--- config.mk ---
export PLATFORM = sky130hd
export DESIGN_NAME = nes_pad_top
export DESIGN_NICKNAME = d
export VERILOG_FILES = /design/src/hw/nes_pad_pkg.sv /design/src/hw/nes_pad_timing.sv /design/src/hw/nes_pad_receiver.sv /design/src/hw/nes_button_events.sv /design/src/hw/nes_pad_top.sv
export SDC_FILE = /design/constraint.sdc
export NUM_CORES = 1
export LEC_CHECK = 0
export ABC_AREA = 1
export BUFFER_PORTS_ARGS = -buffer_cell sky130_fd_sc_hd__buf_2
export CORE_MARGIN = 4
export CORE_UTILIZATION = 40
export CTS_BUF_LIST = sky130_fd_sc_hd__clkbuf_16
export DETAILED_ROUTE_END_ITERATION = 8
export PLACE_DENSITY_LB_ADDON = 0.05
export SLEW_MARGIN = 20
export SYNTH_ARGS = -nofsm -noshare
export SYNTH_HDL_FRONTEND = slang
export SYNTH_HIERARCHICAL = 1
export SYNTH_SLANG_ARGS = --single-unit
--- constraint.sdc ---
create_clock -name clock -period 4.6 [get_ports clock]
set_input_delay 0.69 -clock clock [delete_from_list [all_inputs] [get_ports clock]]
set_output_delay 0.69 -clock clock [all_outputs]
set_load 0.005 [all_outputs]
--- src/hw/nes_pad_pkg.sv ---
package nes_pad_pkg;

	//////////////////////////////
	// Button word
	//////////////////////////////

	// One bit per button, high when pressed
	// Field order is the order the pad shifts them out
	typedef struct packed
	{
		logic a;
		logic b;
		logic select_b;
		logic start_b;
		logic up;
		logic down;
		logic left;
		logic right;
	} nes_buttons_t;

	//////////////////////////////
	// Timing strobes
	//////////////////////////////

	// Single cycle pulses from the frame timer to the capture block
	typedef struct packed
	{
		// Take the current data bit
		logic sample;
		// Button being sampled, 0 is button a
		logic [2:0] bit_index;
		// All eight bits taken
		logic frame_done;
	} nes_strobe_t;

	//////////////////////////////
	// Frame report
	//////////////////////////////

	typedef struct packed
	{
		nes_buttons_t buttons;
		// Newly pressed since last frame
		nes_buttons_t pressed;
		// Newly released since last frame
		nes_buttons_t released;
	} nes_report_t;

	// Frame timer states
	typedef enum logic [1:0]
	{
		phase_latch,
		phase_low,
		phase_high,
		phase_idle
	} nes_phase_e;

endpackage

--- src/hw/nes_pad_timing.sv ---
`timescale 1ns/1ns

module nes_pad_timing #(
	parameter int LATCH_CYCLES = 1200,
	parameter int HALF_CYCLES = 600,
	parameter int FRAME_CYCLES = 1666667
)(
	input logic clock,
	input logic reset,
	output logic latch,
	output logic pulse,
	output nes_pad_pkg::nes_strobe_t strobe
);

	localparam int FRAME_W = $clog2(FRAME_CYCLES);
	localparam int HALF_W = $clog2(HALF_CYCLES);

	// Counter compare points
	localparam logic [FRAME_W-1:0] FRAME_LAST = FRAME_W'(FRAME_CYCLES - 1);
	localparam logic [FRAME_W-1:0] LATCH_LAST = FRAME_W'(LATCH_CYCLES);
	localparam logic [HALF_W-1:0] HALF_LAST = HALF_W'(HALF_CYCLES - 1);
	// Last cycle of each low half
	localparam logic [HALF_W-1:0] SAMPLE_AT = HALF_W'(HALF_CYCLES - 1);

	logic [FRAME_W-1:0] frame_cnt;
	logic [HALF_W-1:0] half_cnt;
	logic [HALF_W-1:0] half_next;
	logic [2:0] bit_cnt;
	logic [2:0] bit_next;
	nes_pad_pkg::nes_phase_e phase;
	nes_pad_pkg::nes_phase_e phase_next;

	//////////////////////////////
	// Next state
	//////////////////////////////

	always_comb
	begin
		phase_next = phase;
		half_next = half_cnt;
		bit_next = bit_cnt;
		case (phase)
			nes_pad_pkg::phase_idle:
			begin
				// New frame on counter wrap
				if (frame_cnt == '0)
				begin
					phase_next = nes_pad_pkg::phase_latch;
					half_next = '0;
					bit_next = '0;
				end
			end
			nes_pad_pkg::phase_latch:
			begin
				// Latch window measured on the frame counter
				if (frame_cnt == LATCH_LAST)
					phase_next = nes_pad_pkg::phase_low;
			end
			nes_pad_pkg::phase_low:
			begin
				if (half_cnt == HALF_LAST)
				begin
					phase_next = nes_pad_pkg::phase_high;
					half_next = '0;
				end
				else
					half_next = half_cnt + 1'b1;
			end
			default:
			begin
				// High half, then next bit or done
				if (half_cnt == HALF_LAST)
				begin
					half_next = '0;
					if (bit_cnt == 3'd7)
						phase_next = nes_pad_pkg::phase_idle;
					else
					begin
						phase_next = nes_pad_pkg::phase_low;
						bit_next = bit_cnt + 1'b1;
					end
				end
				else
					half_next = half_cnt + 1'b1;
			end
		endcase
	end

	//////////////////////////////
	// State and output registers
	//////////////////////////////

	// Outputs decoded from next state so they line up with phase
	always_ff @(posedge clock)
	begin
		if (reset)
		begin
			frame_cnt <= '0;
			phase <= nes_pad_pkg::phase_idle;
			half_cnt <= '0;
			bit_cnt <= '0;
			latch <= 1'b0;
			pulse <= 1'b1;
			strobe <= '0;
		end
		else
		begin
			frame_cnt <= (frame_cnt == FRAME_LAST) ? '0 : frame_cnt + 1'b1;
			phase <= phase_next;
			half_cnt <= half_next;
			bit_cnt <= bit_next;
			latch <= (phase_next == nes_pad_pkg::phase_latch);
			// Pulse idles high, low only in low halves
			pulse <= (phase_next != nes_pad_pkg::phase_low);
			strobe.sample <= (phase_next == nes_pad_pkg::phase_low) && (half_next == SAMPLE_AT);
			strobe.bit_index <= bit_next;
			// Final cycle of the eighth high half
			strobe.frame_done <= (phase_next == nes_pad_pkg::phase_high)
				&& (half_next == HALF_LAST) && (bit_next == 3'd7);
		end
	end

endmodule

--- src/hw/nes_pad_receiver.sv ---
`timescale 1ns/1ns

module nes_pad_receiver (
	input logic clock,
	input logic reset,
	input logic data,
	input nes_pad_pkg::nes_strobe_t strobe,
	output nes_pad_pkg::nes_buttons_t buttons,
	output logic buttons_valid
);

	logic data_meta;
	logic data_sync;
	nes_pad_pkg::nes_buttons_t work;

	//////////////////////////////
	// Data synchronizer
	//////////////////////////////

	// Idle line is high, no button pressed
	always_ff @(posedge clock)
	begin
		if (reset)
		begin
			data_meta <= 1'b1;
			data_sync <= 1'b1;
		end
		else
		begin
			data_meta <= data;
			data_sync <= data_meta;
		end
	end

	//////////////////////////////
	// Bit capture
	//////////////////////////////

	// Pad data is active low
	// Bit index 0 lands in the top field
	always_ff @(posedge clock)
	begin
		if (reset)
			work <= '0;
		else if (strobe.sample)
			work[3'd7 - strobe.bit_index] <= ~data_sync;
	end

	// Publish once per frame
	always_ff @(posedge clock)
	begin
		if (reset)
		begin
			buttons <= '0;
			buttons_valid <= 1'b0;
		end
		else
		begin
			buttons_valid <= strobe.frame_done;
			if (strobe.frame_done)
				buttons <= work;
		end
	end

endmodule

--- src/hw/nes_button_events.sv ---
`timescale 1ns/1ns

module nes_button_events (
	input logic clock,
	input logic reset,
	input nes_pad_pkg::nes_buttons_t buttons,
	input logic buttons_valid,
	output nes_pad_pkg::nes_report_t report,
	output logic report_valid
);

	// Previous frame, zero after reset
	nes_pad_pkg::nes_buttons_t prev_buttons;

	//////////////////////////////
	// Edge masks
	//////////////////////////////

	always_ff @(posedge clock)
	begin
		if (reset)
		begin
			prev_buttons <= '0;
			report <= '0;
			report_valid <= 1'b0;
		end
		else
		begin
			report_valid <= buttons_valid;
			if (buttons_valid)
			begin
				report.buttons <= buttons;
				// Set now, clear before
				report.pressed <= nes_pad_pkg::nes_buttons_t'(buttons & ~prev_buttons);
				// Clear now, set before
				report.released <= nes_pad_pkg::nes_buttons_t'(~buttons & prev_buttons);
				prev_buttons <= buttons;
			end
		end
	end

endmodule

--- src/hw/nes_pad_top.sv ---
`timescale 1ns/1ns

module nes_pad_top #(
	// Hardware defaults, about 60 frames per second
	parameter int LATCH_CYCLES = 1200,
	parameter int HALF_CYCLES = 600,
	parameter int FRAME_CYCLES = 1666667
)(
	input logic clock,
	input logic reset,
	// Pad pins
	input logic data,
	output logic latch,
	output logic pulse,
	// Frame report
	output nes_pad_pkg::nes_report_t report,
	output logic report_valid
);

	nes_pad_pkg::nes_strobe_t strobe;
	nes_pad_pkg::nes_buttons_t buttons;
	logic buttons_valid;

	//////////////////////////////
	// Frame timer
	//////////////////////////////

	nes_pad_timing #(
		.LATCH_CYCLES(LATCH_CYCLES),
		.HALF_CYCLES(HALF_CYCLES),
		.FRAME_CYCLES(FRAME_CYCLES)
	) timing (
		.clock(clock),
		.reset(reset),
		.latch(latch),
		.pulse(pulse),
		.strobe(strobe)
	);

	// Serial capture
	nes_pad_receiver receiver (
		.clock(clock),
		.reset(reset),
		.data(data),
		.strobe(strobe),
		.buttons(buttons),
		.buttons_valid(buttons_valid)
	);

	// Press and release detection
	nes_button_events events (
		.clock(clock),
		.reset(reset),
		.buttons(buttons),
		.buttons_valid(buttons_valid),
		.report(report),
		.report_valid(report_valid)
	);

endmodule

==> results.md, run 1 <==
Synthesis:
- The synthesized netlist devotes about 3% of its cell area to adder and majority cells.
- The simple logic cell fraction of the synthesized area is roughly a third.
- The synthesized netlist devotes a little under an eighth of its cell area to compound gates.
- The fraction of registers with async set or reset after synthesis is 0%.
- The area share of xor/xnor cells in the synthesized design is under 10%.
- The largest family of logic cells by synthesized area is simple AND/OR/NAND/NOR gates.
- The most used flip-flop cell after synthesis is sky130_fd_sc_hd__dfxtp_1.
- The share of the Yosys chip area taken by registers is between 40% and 50%.
- Synthesis produced a netlist with a net count of 550.
- Of the post-synthesis cell area, the part taken by muxes is 0%.
- The number of synthesized flops with an enable pin is 0.
- The number of standard cells after synthesis is 538.
- The mean instance size in the synthesized netlist is 7.10 µm².
- Counting distinct cell types in the post-synthesis netlist gives 33.
- For this run, the number of Yosys warnings is 6.
- The area of the mapped netlist is around 3800 µm².
- The flip-flop and latch count after synthesis is 84.

Place:
- Routability-driven placement finished with a final weighted congestion of roughly 0.8.
- The instance area at placement is 4060 µm².
- At the placement stage, the worst setup path has a slack of 2610 ps.
- After legalization and detailed placement, the total HPWL measured 5.82 mm.
- The count of port buffers added during placement is 29.

Worst setup path:
- The startpoint kind of the worst setup timing path is a flip-flop.
- The startpoint of the lowest-slack register-to-register path is timing/phase[0]$_SDFF_PP1_.
- The most critical setup path has its startpoint at timing/phase[0]$_SDFF_PP1_.
- For the worst setup path, the data required time is 4860 ps.
- Data arrives at the worst endpoint at ~2200 ps.
- The type of destination of the critical path is a flip-flop.
- The top fanout value on the critical path is 10.
- The worst setup path is of the reg2reg kind.

Finish:
- The library cell used most frequently in the layout, excluding fill and tap cells, is sky130_fd_sc_hd__nand2_1.
- Leaving out fill and tap cells, the most frequent cells in the layout are sky130_fd_sc_hd__nand2_1 (107), sky130_fd_sc_hd__nor2_1 (98), sky130_fd_sc_hd__dfxtp_1 (84), sky130_fd_sc_hd__inv_1 (61), sky130_fd_sc_hd__a21oi_1 (45).
- The area added between synthesis and finish is 13.5%.
- After the last flow step, the layout net total stands at between 500 and 600.
- The layout cell share with drive strength beyond 1 is 11.0%.
- The antenna diode count is 0.
- The cell area after layout is 4340 µm².
- The number of inserted filler cells in the final layout is ~990.

Drt:
- The final layout contains routed wiring with a total length of 8.21 mm.
- The number of search-and-repair iterations in the first detailed-routing pass is 4.
- The detail-routed via count per cell is 4.81.
- The via count of the routed design is ~3,400.
- Once detail routing completed, the nets flagged for antenna violations numbered 0.
- The routed length per instance is between 10 and 15 µm.
- In the routed design, unresolved DRC markers number 0.
- For this block, the initial DRC count from the detailed router was roughly 170.

Timing:
- The worst pin sits at a relative slew slack of between 60% and 70%.
- Setup repair after global routing left no endpoint under its margin.
- Setup violations remaining at the end of the flow were counted as 0.
- The final hold violation count came to 0.
- At the pin with the least slew margin, the transition time is 595 ps.
- For this run, the top clock speed supported by timing is 519 MHz.
- The count of pins over their slew limit is 0.
- After routing, the total negative slack on setup checks comes to 0 ps.
- Across all hold checks on the routed design, the worst slack comes to 411 ps.
- The final critical delay including setup and external delays is just under 2000 ps.
- The period utilization is 41.9%.
- In the post-route analysis, the smallest setup slack over all paths is between 2000 and 3000 ps.
- Between clock sinks in the finished design, the worst skew comes to 9.05 ps.

Worst hold path:
- In this run the most critical hold path is launched from receiver/data_meta$_SDFF_PP1_.
- The worst min-delay path class is reg2reg.

Clocking:
- The source-to-sink clock delay at the later pin of the worst-skew pair is 330 ps.
- The tree is rooted in a sky130_fd_sc_hd__clkbuf_16.
- The number of clock buffers inserted by TritonCTS is 9.
- The number of gates resized after CTS was 0.
- The clock sink count is 84.
- The H-tree was split into 3 levels.
- The number of buffers on the longest clock path is 2.
- The number of hold buffers added after CTS was 0.
- The clock slew seen by the registers of the worst setup and hold paths is 70 ps.
- TritonCTS built the clock tree.
- In this run the post-CTS setup repair buffer count came out at 0.

GRT:
- The first global-routing pass estimated roughly 14 mm of wire.
- The number of antenna violations at the first check in global routing is 0.
- Entering global routing, the biggest net connects 34 pins.
- The number of global-route vias before repair came to about 3,000.
- The global route total overflow is 0.
- Across every metal layer, demand over resource in global routing totals about 15%.

Power:
- The leakage power total is 1.82 nW.
- In this run the power density over the cells is 403 nW/µm².
- The worst-case IR drop observed on VDD is 0.215 mV.

Die:
- The number of ports placed on the die boundary is 30.
- The die width is 106 µm.
- The overall die area is 11,200 µm².
- The floorplan has 35 rows.
- The die height is about 110 µm.
- The initial standard-cell utilization of the core is about two fifths.
- The core area is 9280 µm².

Flow run:
- The number of violations of the max-capacitance limit is 0.

Outcome:
- The run finished with clean final reports.
-- state kept, by name (all words and copies together), names as in the netlist --
signal,count
timing/pulse,1
receiver/buttons,8
timing/bit_cnt,3
events/report,16
receiver/work,8
timing/strobe,2
receiver/buttons_valid,1
timing/latch,1
events/report_valid,1
timing/phase,2
receiver/data_meta,1
timing/frame_cnt,21
receiver/data_sync,1
timing/half_cnt,10
events/prev_buttons,8
-- path summary, 6_finish.rpt --
path / slack, ps / cells past startpoint / endpoint
setup / recovery: 2670 / 9 / timing/strobe[4]$_SDFF_PP0_
setup reg to reg: 2670 / 9 / timing/strobe[4]$_SDFF_PP0_
hold reg to reg: 410 / 1 / receiver/data_sync$_SDFF_PP1_
hold / removal: 410 / 1 / receiver/data_sync$_SDFF_PP1_
-- area by class of cell --
cell class / instances / area (µm²) / area share [%]
well taps: 129 / 161 / 3.72
clock inverters: 7 / 51.3 / 1.18
clock buffers: 9 / 225 / 5.19
inverters: 63 / 236 / 5.45
repair buffers: 31 / 160 / 3.69
multi-input cells: 380 / 1820 / 42.0
flip-flops and latches: 84 / 1680 / 38.8
-- critical path, stage by stage (launching register included) --
cell,delay [ps]
sky130_fd_sc_hd__dfxtp_1,350
sky130_fd_sc_hd__inv_1,90
sky130_fd_sc_hd__ha_1,450
sky130_fd_sc_hd__inv_1,280
sky130_fd_sc_hd__nor2_1,100
sky130_fd_sc_hd__a21oi_2,130
sky130_fd_sc_hd__nand2_1,90
sky130_fd_sc_hd__nor2_1,130
sky130_fd_sc_hd__nand3_1,120
sky130_fd_sc_hd__nor2_1,110
-- logic make-up after synthesis --
group / after synthesis
AND/OR/NAND/NOR: 283
flip-flops: 84
AO/OA/AOI/OAI: 83
buffers and inverters: 74
adder cells (fa/ha/maj): 9
XOR/XNOR: 5
-- synth_stat cells, types with 3 or more instances --
| cell type | number | share of area (%) |
|---|---|---|
| sky130_fd_sc_hd__nand2_1 | 107 | 11 |
| sky130_fd_sc_hd__nor2_1 | 98 | 9.6 |
| sky130_fd_sc_hd__dfxtp_1 | 84 | 44 |
| sky130_fd_sc_hd__inv_1 | 60 | 5.9 |
| sky130_fd_sc_hd__a21oi_1 | 45 | 5.9 |
| sky130_fd_sc_hd__nand3_1 | 41 | 5.4 |
| sky130_fd_sc_hd__o21ai_0 | 27 | 3.5 |
| sky130_fd_sc_hd__nor3_1 | 12 | 1.6 |
| sky130_fd_sc_hd__ha_1 | 9 | 2.9 |
| sky130_fd_sc_hd__nand4_1 | 6 | 0.98 |
| sky130_fd_sc_hd__o21a_1 | 5 | 0.98 |
| sky130_fd_sc_hd__buf_6 | 4 | 1.2 |
| sky130_fd_sc_hd__or2_2 | 4 | 0.65 |
| sky130_fd_sc_hd__xor2_1 | 4 | 0.92 |
| sky130_fd_sc_hd__buf_2 | 3 | 0.39 |
| sky130_fd_sc_hd__inv_2 | 3 | 0.29 |
| sky130_fd_sc_hd__nor4_1 | 3 | 0.49 |
-- power breakdown --
group	total, mW	switching, mW	internal (mW)
combinational	0.298	0.210	0.0885
clock	0.672	0.304	0.368
sequential	0.777	0.0214	0.755
-- metrics by stage --
| stage | utilization [%] | instances | total power [mW] |
|---|---|---|---|
| final | 46.7 | 703 | 1.75 |
| after global routing | 46.7 | 703 | 1.84 |
| after CTS | 46.7 | 703 | 1.77 |
| after detailed placement | 43.7 | 687 | 1.09 |
| after global placement | 43.7 | 687 | 1.09 |
| after floorplan | - | 538 | 1.02 |
-- routing by layer --
metal | vias up | track usage [%] | routed length (µm)
li1 | 1787 | - | -
met1 | 1510 | 21.0 | 4190
met2 | 76 | 24.5 | 3510
met3 | 10 | 2.51 | 389
met4 | 0 | 5.83 | 127
met5 | - | 0 | 0
No activity file was read; power rests on OpenSTA's default activity.
==> inputs of run 2 (changes only) <==
- ABC_AREA: 1 -> 0
- clock period: 4.6 -> 2 ns (I/O delays scaled with it)
==> results.md, run 2 <==
Outcome:
- Outcome: finished clean (unchanged).

Finish:
- Most frequent cells in the layout: sky130_fd_sc_hd__dfxtp_1 (79), sky130_fd_sc_hd__nor2_1 (66), sky130_fd_sc_hd__buf_4 (37), sky130_fd_sc_hd__buf_2 (29), sky130_fd_sc_hd__a21oi_1 (27) (was sky130_fd_sc_hd__nand2_1 (107), sky130_fd_sc_hd__nor2_1 (98), sky130_fd_sc_hd__dfxtp_1 (84), sky130_fd_sc_hd__inv_1 (61), sky130_fd_sc_hd__a21oi_1 (45)).
- The layout cell share with drive strength beyond 1 is 22.6% (was 11.0%).
- The flip-flop count of the largest register after layout is 21 (unchanged).
- The leading cell type in the layout, fill and taps excluded is sky130_fd_sc_hd__dfxtp_1 (was sky130_fd_sc_hd__nand2_1).
- The area occupied by registers came to 1690 µm² (was 1680 µm²).
- The register name with the most flops is timing/frame_cnt (unchanged).
- The antenna diode count is 0 (unchanged).
- The number of inserted filler cells in the final layout is 975 (was 987).
- The area occupied by multi-input gates is 2240 µm² (was 1820 µm²).
- The net count reported at finish was 507 (was 581).
- The cell area after layout is 4840 µm² (was 4340 µm²).
- The end-of-flow core utilization is 49.7% (was 46.7%).
- Largest registers ranked by flip-flop count: timing/frame_cnt x21, events/report x16, timing/half_cnt x10 (unchanged).
- The final non-filler cell total came to 633 (was 703).
- The area added between synthesis and finish came to 21.1% (was 13.5%).

Timing:
- The period utilization came to 96.8% (was 41.9%).
- The final critical delay including setup and external delays is 1940 ps (was 1930 ps).
- The final hold violation count is 0 (unchanged).
- RSZ-0062 raised after global routing: true (was false).
- The actual slew at the worst max-slew pin came to 525 ps (was 595 ps).
- The worst slew margin relative to its limit is 64.9% (was 60.3%).
- The final setup slack of the worst path is 64.2 ps (was 2670 ps).
- The count of pins over their slew limit is 0 (unchanged).
- The number of setup violations in the final report is 0 (unchanged).
- The highest clock rate was 517 MHz (was 519 MHz).
- The worst clock skew is 5.19 ps (was 9.05 ps).

GRT:
- The overall routing resource usage came to 15.0% (was 15.4%).
- The global route total overflow is 0 (unchanged).
- The maximum number of pins on one net before global-route repair is 42 (was 34).
- The number of antenna violations at the first check in global routing was 0 (unchanged).
- The number of global-route vias before repair is 3,026 (was 3,048).
- The global-route wire length before repair is 14.1 mm (was 14.2 mm).

Worst setup path:
- The worst setup path category is reg2reg (unchanged).
- The top fanout value on the critical path is 7 (was 10).
- The data required time of the worst path was 2210 ps (was 4860 ps).
- The type of destination of the critical path is a flip-flop (unchanged).
- The startpoint kind of the worst setup timing path is a flip-flop (unchanged).
- Cell breakdown of the critical path: nor4_2 -> nand4_4 -> buf_4 -> buf_4 -> o211ai_1 -> a22oi_2 -> o2111ai_2 -> nor4bb_1 (was inv_1 -> ha_1 -> inv_1 -> nor2_1 -> a21oi_2 -> nand2_1 -> nor2_1 -> nand3_1 -> nor2_1).
- The most frequent cell on the critical path is sky130_fd_sc_hd__buf_4 (was sky130_fd_sc_hd__nor2_1).
- The largest incremental delay on the critical path is 420 ps (was 450 ps).
- The arrival time reported for the critical path endpoint is 2150 ps (was 2190 ps).
- The slowest stage cell on the critical path was sky130_fd_sc_hd__nor4_2 (was sky130_fd_sc_hd__ha_1).

Worst hold path:
- The worst min-delay path class is in2reg (was reg2reg).

Synthesis:
- The mean instance size in the synthesized netlist came to 9.04 µm² (was 7.10 µm²).
- The most used standard cell by instance count after synthesis was sky130_fd_sc_hd__dfxtp_1 (was sky130_fd_sc_hd__nand2_1).
- The flip-flop and latch count after synthesis is 84 (unchanged).
- The area of the mapped netlist is 3990 µm² (was 3820 µm²).
- The number of synthesized flops with an enable pin was 0 (unchanged).
- The fraction of the yosys area taken by sequential cells is 42.1% (was 44.0%).
- The total nets after synthesis is 454 (was 550).
- The post-synthesis cell type count is 57 (was 33).
- Most instantiated cells after synthesis: sky130_fd_sc_hd__dfxtp_1 (84), sky130_fd_sc_hd__nor2_1 (66), sky130_fd_sc_hd__a21oi_1 (27) (was sky130_fd_sc_hd__nand2_1 (107), sky130_fd_sc_hd__nor2_1 (98), sky130_fd_sc_hd__dfxtp_1 (84)).
- The count of warnings emitted by yosys is 6 (unchanged).
- The proportion of netlist area held by the largest area contributor was 42.1% (was 44.0%).
- The fraction of registers with async set or reset after synthesis is 0% (unchanged).
- The number of standard cells after synthesis was 442 (was 538).
- The most used flip-flop cell after synthesis is sky130_fd_sc_hd__dfxtp_1 (unchanged).
- Area contributors post-synth: sky130_fd_sc_hd__dfxtp_1 (42%), sky130_fd_sc_hd__nor2_1 (6.2%), sky130_fd_sc_hd__mux2i_1 (6.0%) (was sky130_fd_sc_hd__dfxtp_1 (44%), sky130_fd_sc_hd__nand2_1 (11%), sky130_fd_sc_hd__nor2_1 (9.6%)).
- The largest area contributor in the synthesized netlist is sky130_fd_sc_hd__dfxtp_1 (unchanged).

Place:
- The pre-CTS worst setup slack was -76.5 ps (was 2610 ps).
- The instance area at placement is 4440 µm² (was 4060 µm²).
- The weighted congestion at the end of routability-driven global placement is 0.855 (was 0.817).
- The count of port buffers added during placement is 29 (unchanged).
- The number of instances in the placed design is 615 (was 687).
- The post-detailed-placement half-perimeter wirelength came to 5.99 mm (was 5.82 mm).

Drt:
- The remaining routing DRC violations is 0 (unchanged).
- The detail-routed via count per cell is 5.04 (was 4.81).
- The number of nets with antenna violations after detailed routing is 0 (unchanged).
- The violation count after the first detailed-routing iteration is 153 (was 168).
- The number of search-and-repair iterations in the first detailed-routing pass is 4 (unchanged).
- The routed length per instance is 13.1 µm (was 11.7 µm).
- The via count of the routed design is 3,191 (was 3,383).
- The total routed wirelength is 8.29 mm (was 8.21 mm).

Flow run:
- The number of violations of the max-capacitance limit is 0 (unchanged).

Power:
- The internal power summed over all cells came to 3.05 mW (was 1.21 mW).
- The share of total power in combinational logic is 23.2% (was 17.1%).
- The leakage power total is 1.81 nW (was 1.82 nW).
- The fraction of power spent switching nets was 30.2% (was 30.7%).
- The clock network fraction of total power is 36.0% (was 38.5%).
- The part of the power in registers is 40.7% (was 44.5%).
- The maximum VDD drop is 0.442 mV (was 0.215 mV).
- The power per cell area is 904 nW/µm² (was 403 nW/µm²).
- The switching power summed over all nets is 1.32 mW (was 0.536 mW).

Die:
- The core area is 9730 µm² (was 9280 µm²).
- The die width is 108 µm (was 106 µm).
- The die height was 108 µm (was 106 µm).
- The initial standard-cell utilization of the core was 41.0% (was 41.1%).
- The overall die area came to 11,600 µm² (was 11,200 µm²).
- The number of ports placed on the die boundary was 30 (unchanged).
- The standard-cell row count is 36 (was 35).

Clocking:
- The number of buffers on the longest clock path came to 2 (unchanged).
- The TritonCTS clock tree is done (unchanged).
- The clock slew seen by the registers of the worst setup and hold paths is 70 ps (about the same).
- The source-to-sink clock delay at the later pin of the worst-skew pair is 330 ps (about the same).
- The count of H-tree levels built during CTS is 3 (unchanged).
- The number of clock buffers inserted by TritonCTS is 9 (unchanged).
- The clock sink count was 84 (unchanged).
- The root cell of the clock tree is sky130_fd_sc_hd__clkbuf_16 (unchanged).
-- run 2: cell types whose count changed in the layout (fill, tap and decap cells not counted), moves of 8 or more --
cell	before	now
sky130_fd_sc_hd__inv_1	61	8
sky130_fd_sc_hd__a21oi_1	45	27
sky130_fd_sc_hd__o21ai_0	27	2
sky130_fd_sc_hd__xor2_1	4	15
sky130_fd_sc_hd__buf_4	2	37
sky130_fd_sc_hd__nor3_1	12	4
sky130_fd_sc_hd__nand3_1	41	12
sky130_fd_sc_hd__nand2b_1	0	25
sky130_fd_sc_hd__nor2_1	98	66
sky130_fd_sc_hd__nand3b_1	1	21
sky130_fd_sc_hd__mux2i_1	0	24
sky130_fd_sc_hd__nand2_1	107	19
-- run 2: critical path, delay by kind of cell, from the launching register on --
kind / cells / cell delay, ps
compound gates: 3 / 500
simple gates: 3 / 690
flops: 1 / 330
buf+inv: 2 / 300
-- run 2: logic make-up (layout without fill, tap and decap cells) --
logic type / count (synthesis) / after routing / synth area share, %
buffers and inverters: 33 / 91 / 3.95
adder cells (fa/ha/maj): 9 / 9 / 2.82
flip-flops: 84 / 84 / 42.1
AO/OA/AOI/OAI: 66 / 66 / 11.0
AND/OR/NAND/NOR: 204 / 204 / 29.3
XOR/XNOR: 22 / 22 / 4.82
multiplexers: 24 / 24 / 6.02
-- run 2: repair_timing --
action	CTS	global route
hold buffers	0	0
setup endpoints to repair	1	10
resized for setup	3	21
setup buffers	0	2
endpoints found under the hold margin	0	0
pin swaps	0	3
-- run 2: power by group through the flow --
stage / clock, mW / sequential [mW] / combinational [mW]
floorplan: 0 / 1.81 / 0.604
global placement: 0 / 1.81 / 0.942
detailed placement: 0 / 1.81 / 0.934
CTS: 1.63 / 1.77 / 0.953
global route: 1.69 / 1.79 / 1.13
finish: 1.58 / 1.78 / 1.02
-- run 2: cell type report --
type,instances,area share [%]
Multi-Input combinational cell,325,46.3
Sequential cell,84,34.9
Clock inverter,7,1.22
Inverter,9,0.699
Clock buffer,9,4.66
Tap cell,133,3.44
Timing Repair Buffer,66,8.75
-- run 2: layer usage --
metal / track usage (%) / vias up / routed length [µm]
li1: - / 1664 / -
met1: 19.7 / 1489 / 4010
met2: 24.6 / 33 / 3980
met3: 3.90 / 5 / 240
met4: 3.79 / 0 / 59
met5: 0 / - / 0
-- run 2: final timing paths --
check,depth (start not counted),from,endpoint,slack [ps]
hold reg to reg,1,receiver/data_meta$_SDFF_PP1_,receiver/data_sync$_SDFF_PP1_,400
setup / recovery,8,timing/frame_cnt[3]$_SDFF_PP0_,timing/strobe[0]$_SDFF_PP0_,60
setup reg to reg,8,timing/frame_cnt[3]$_SDFF_PP0_,timing/strobe[0]$_SDFF_PP0_,60
hold / removal,2,data,receiver/data_meta$_SDFF_PP1_,150
-- run 2: through the flow --
stage / setup TNS [ps] / hold WS (ps) / power (mW)
6_report: 0 / 149 / 4.37
3_5_place_dp: -76.5 / 391 / 2.75
2_1_floorplan: 0 / 383 / 2.41
3_3_place_gp: -68.6 / 390 / 2.75
5_1_grt: -42.5 / 140 / 4.62
4_1_cts: 0 / 137 / 4.36
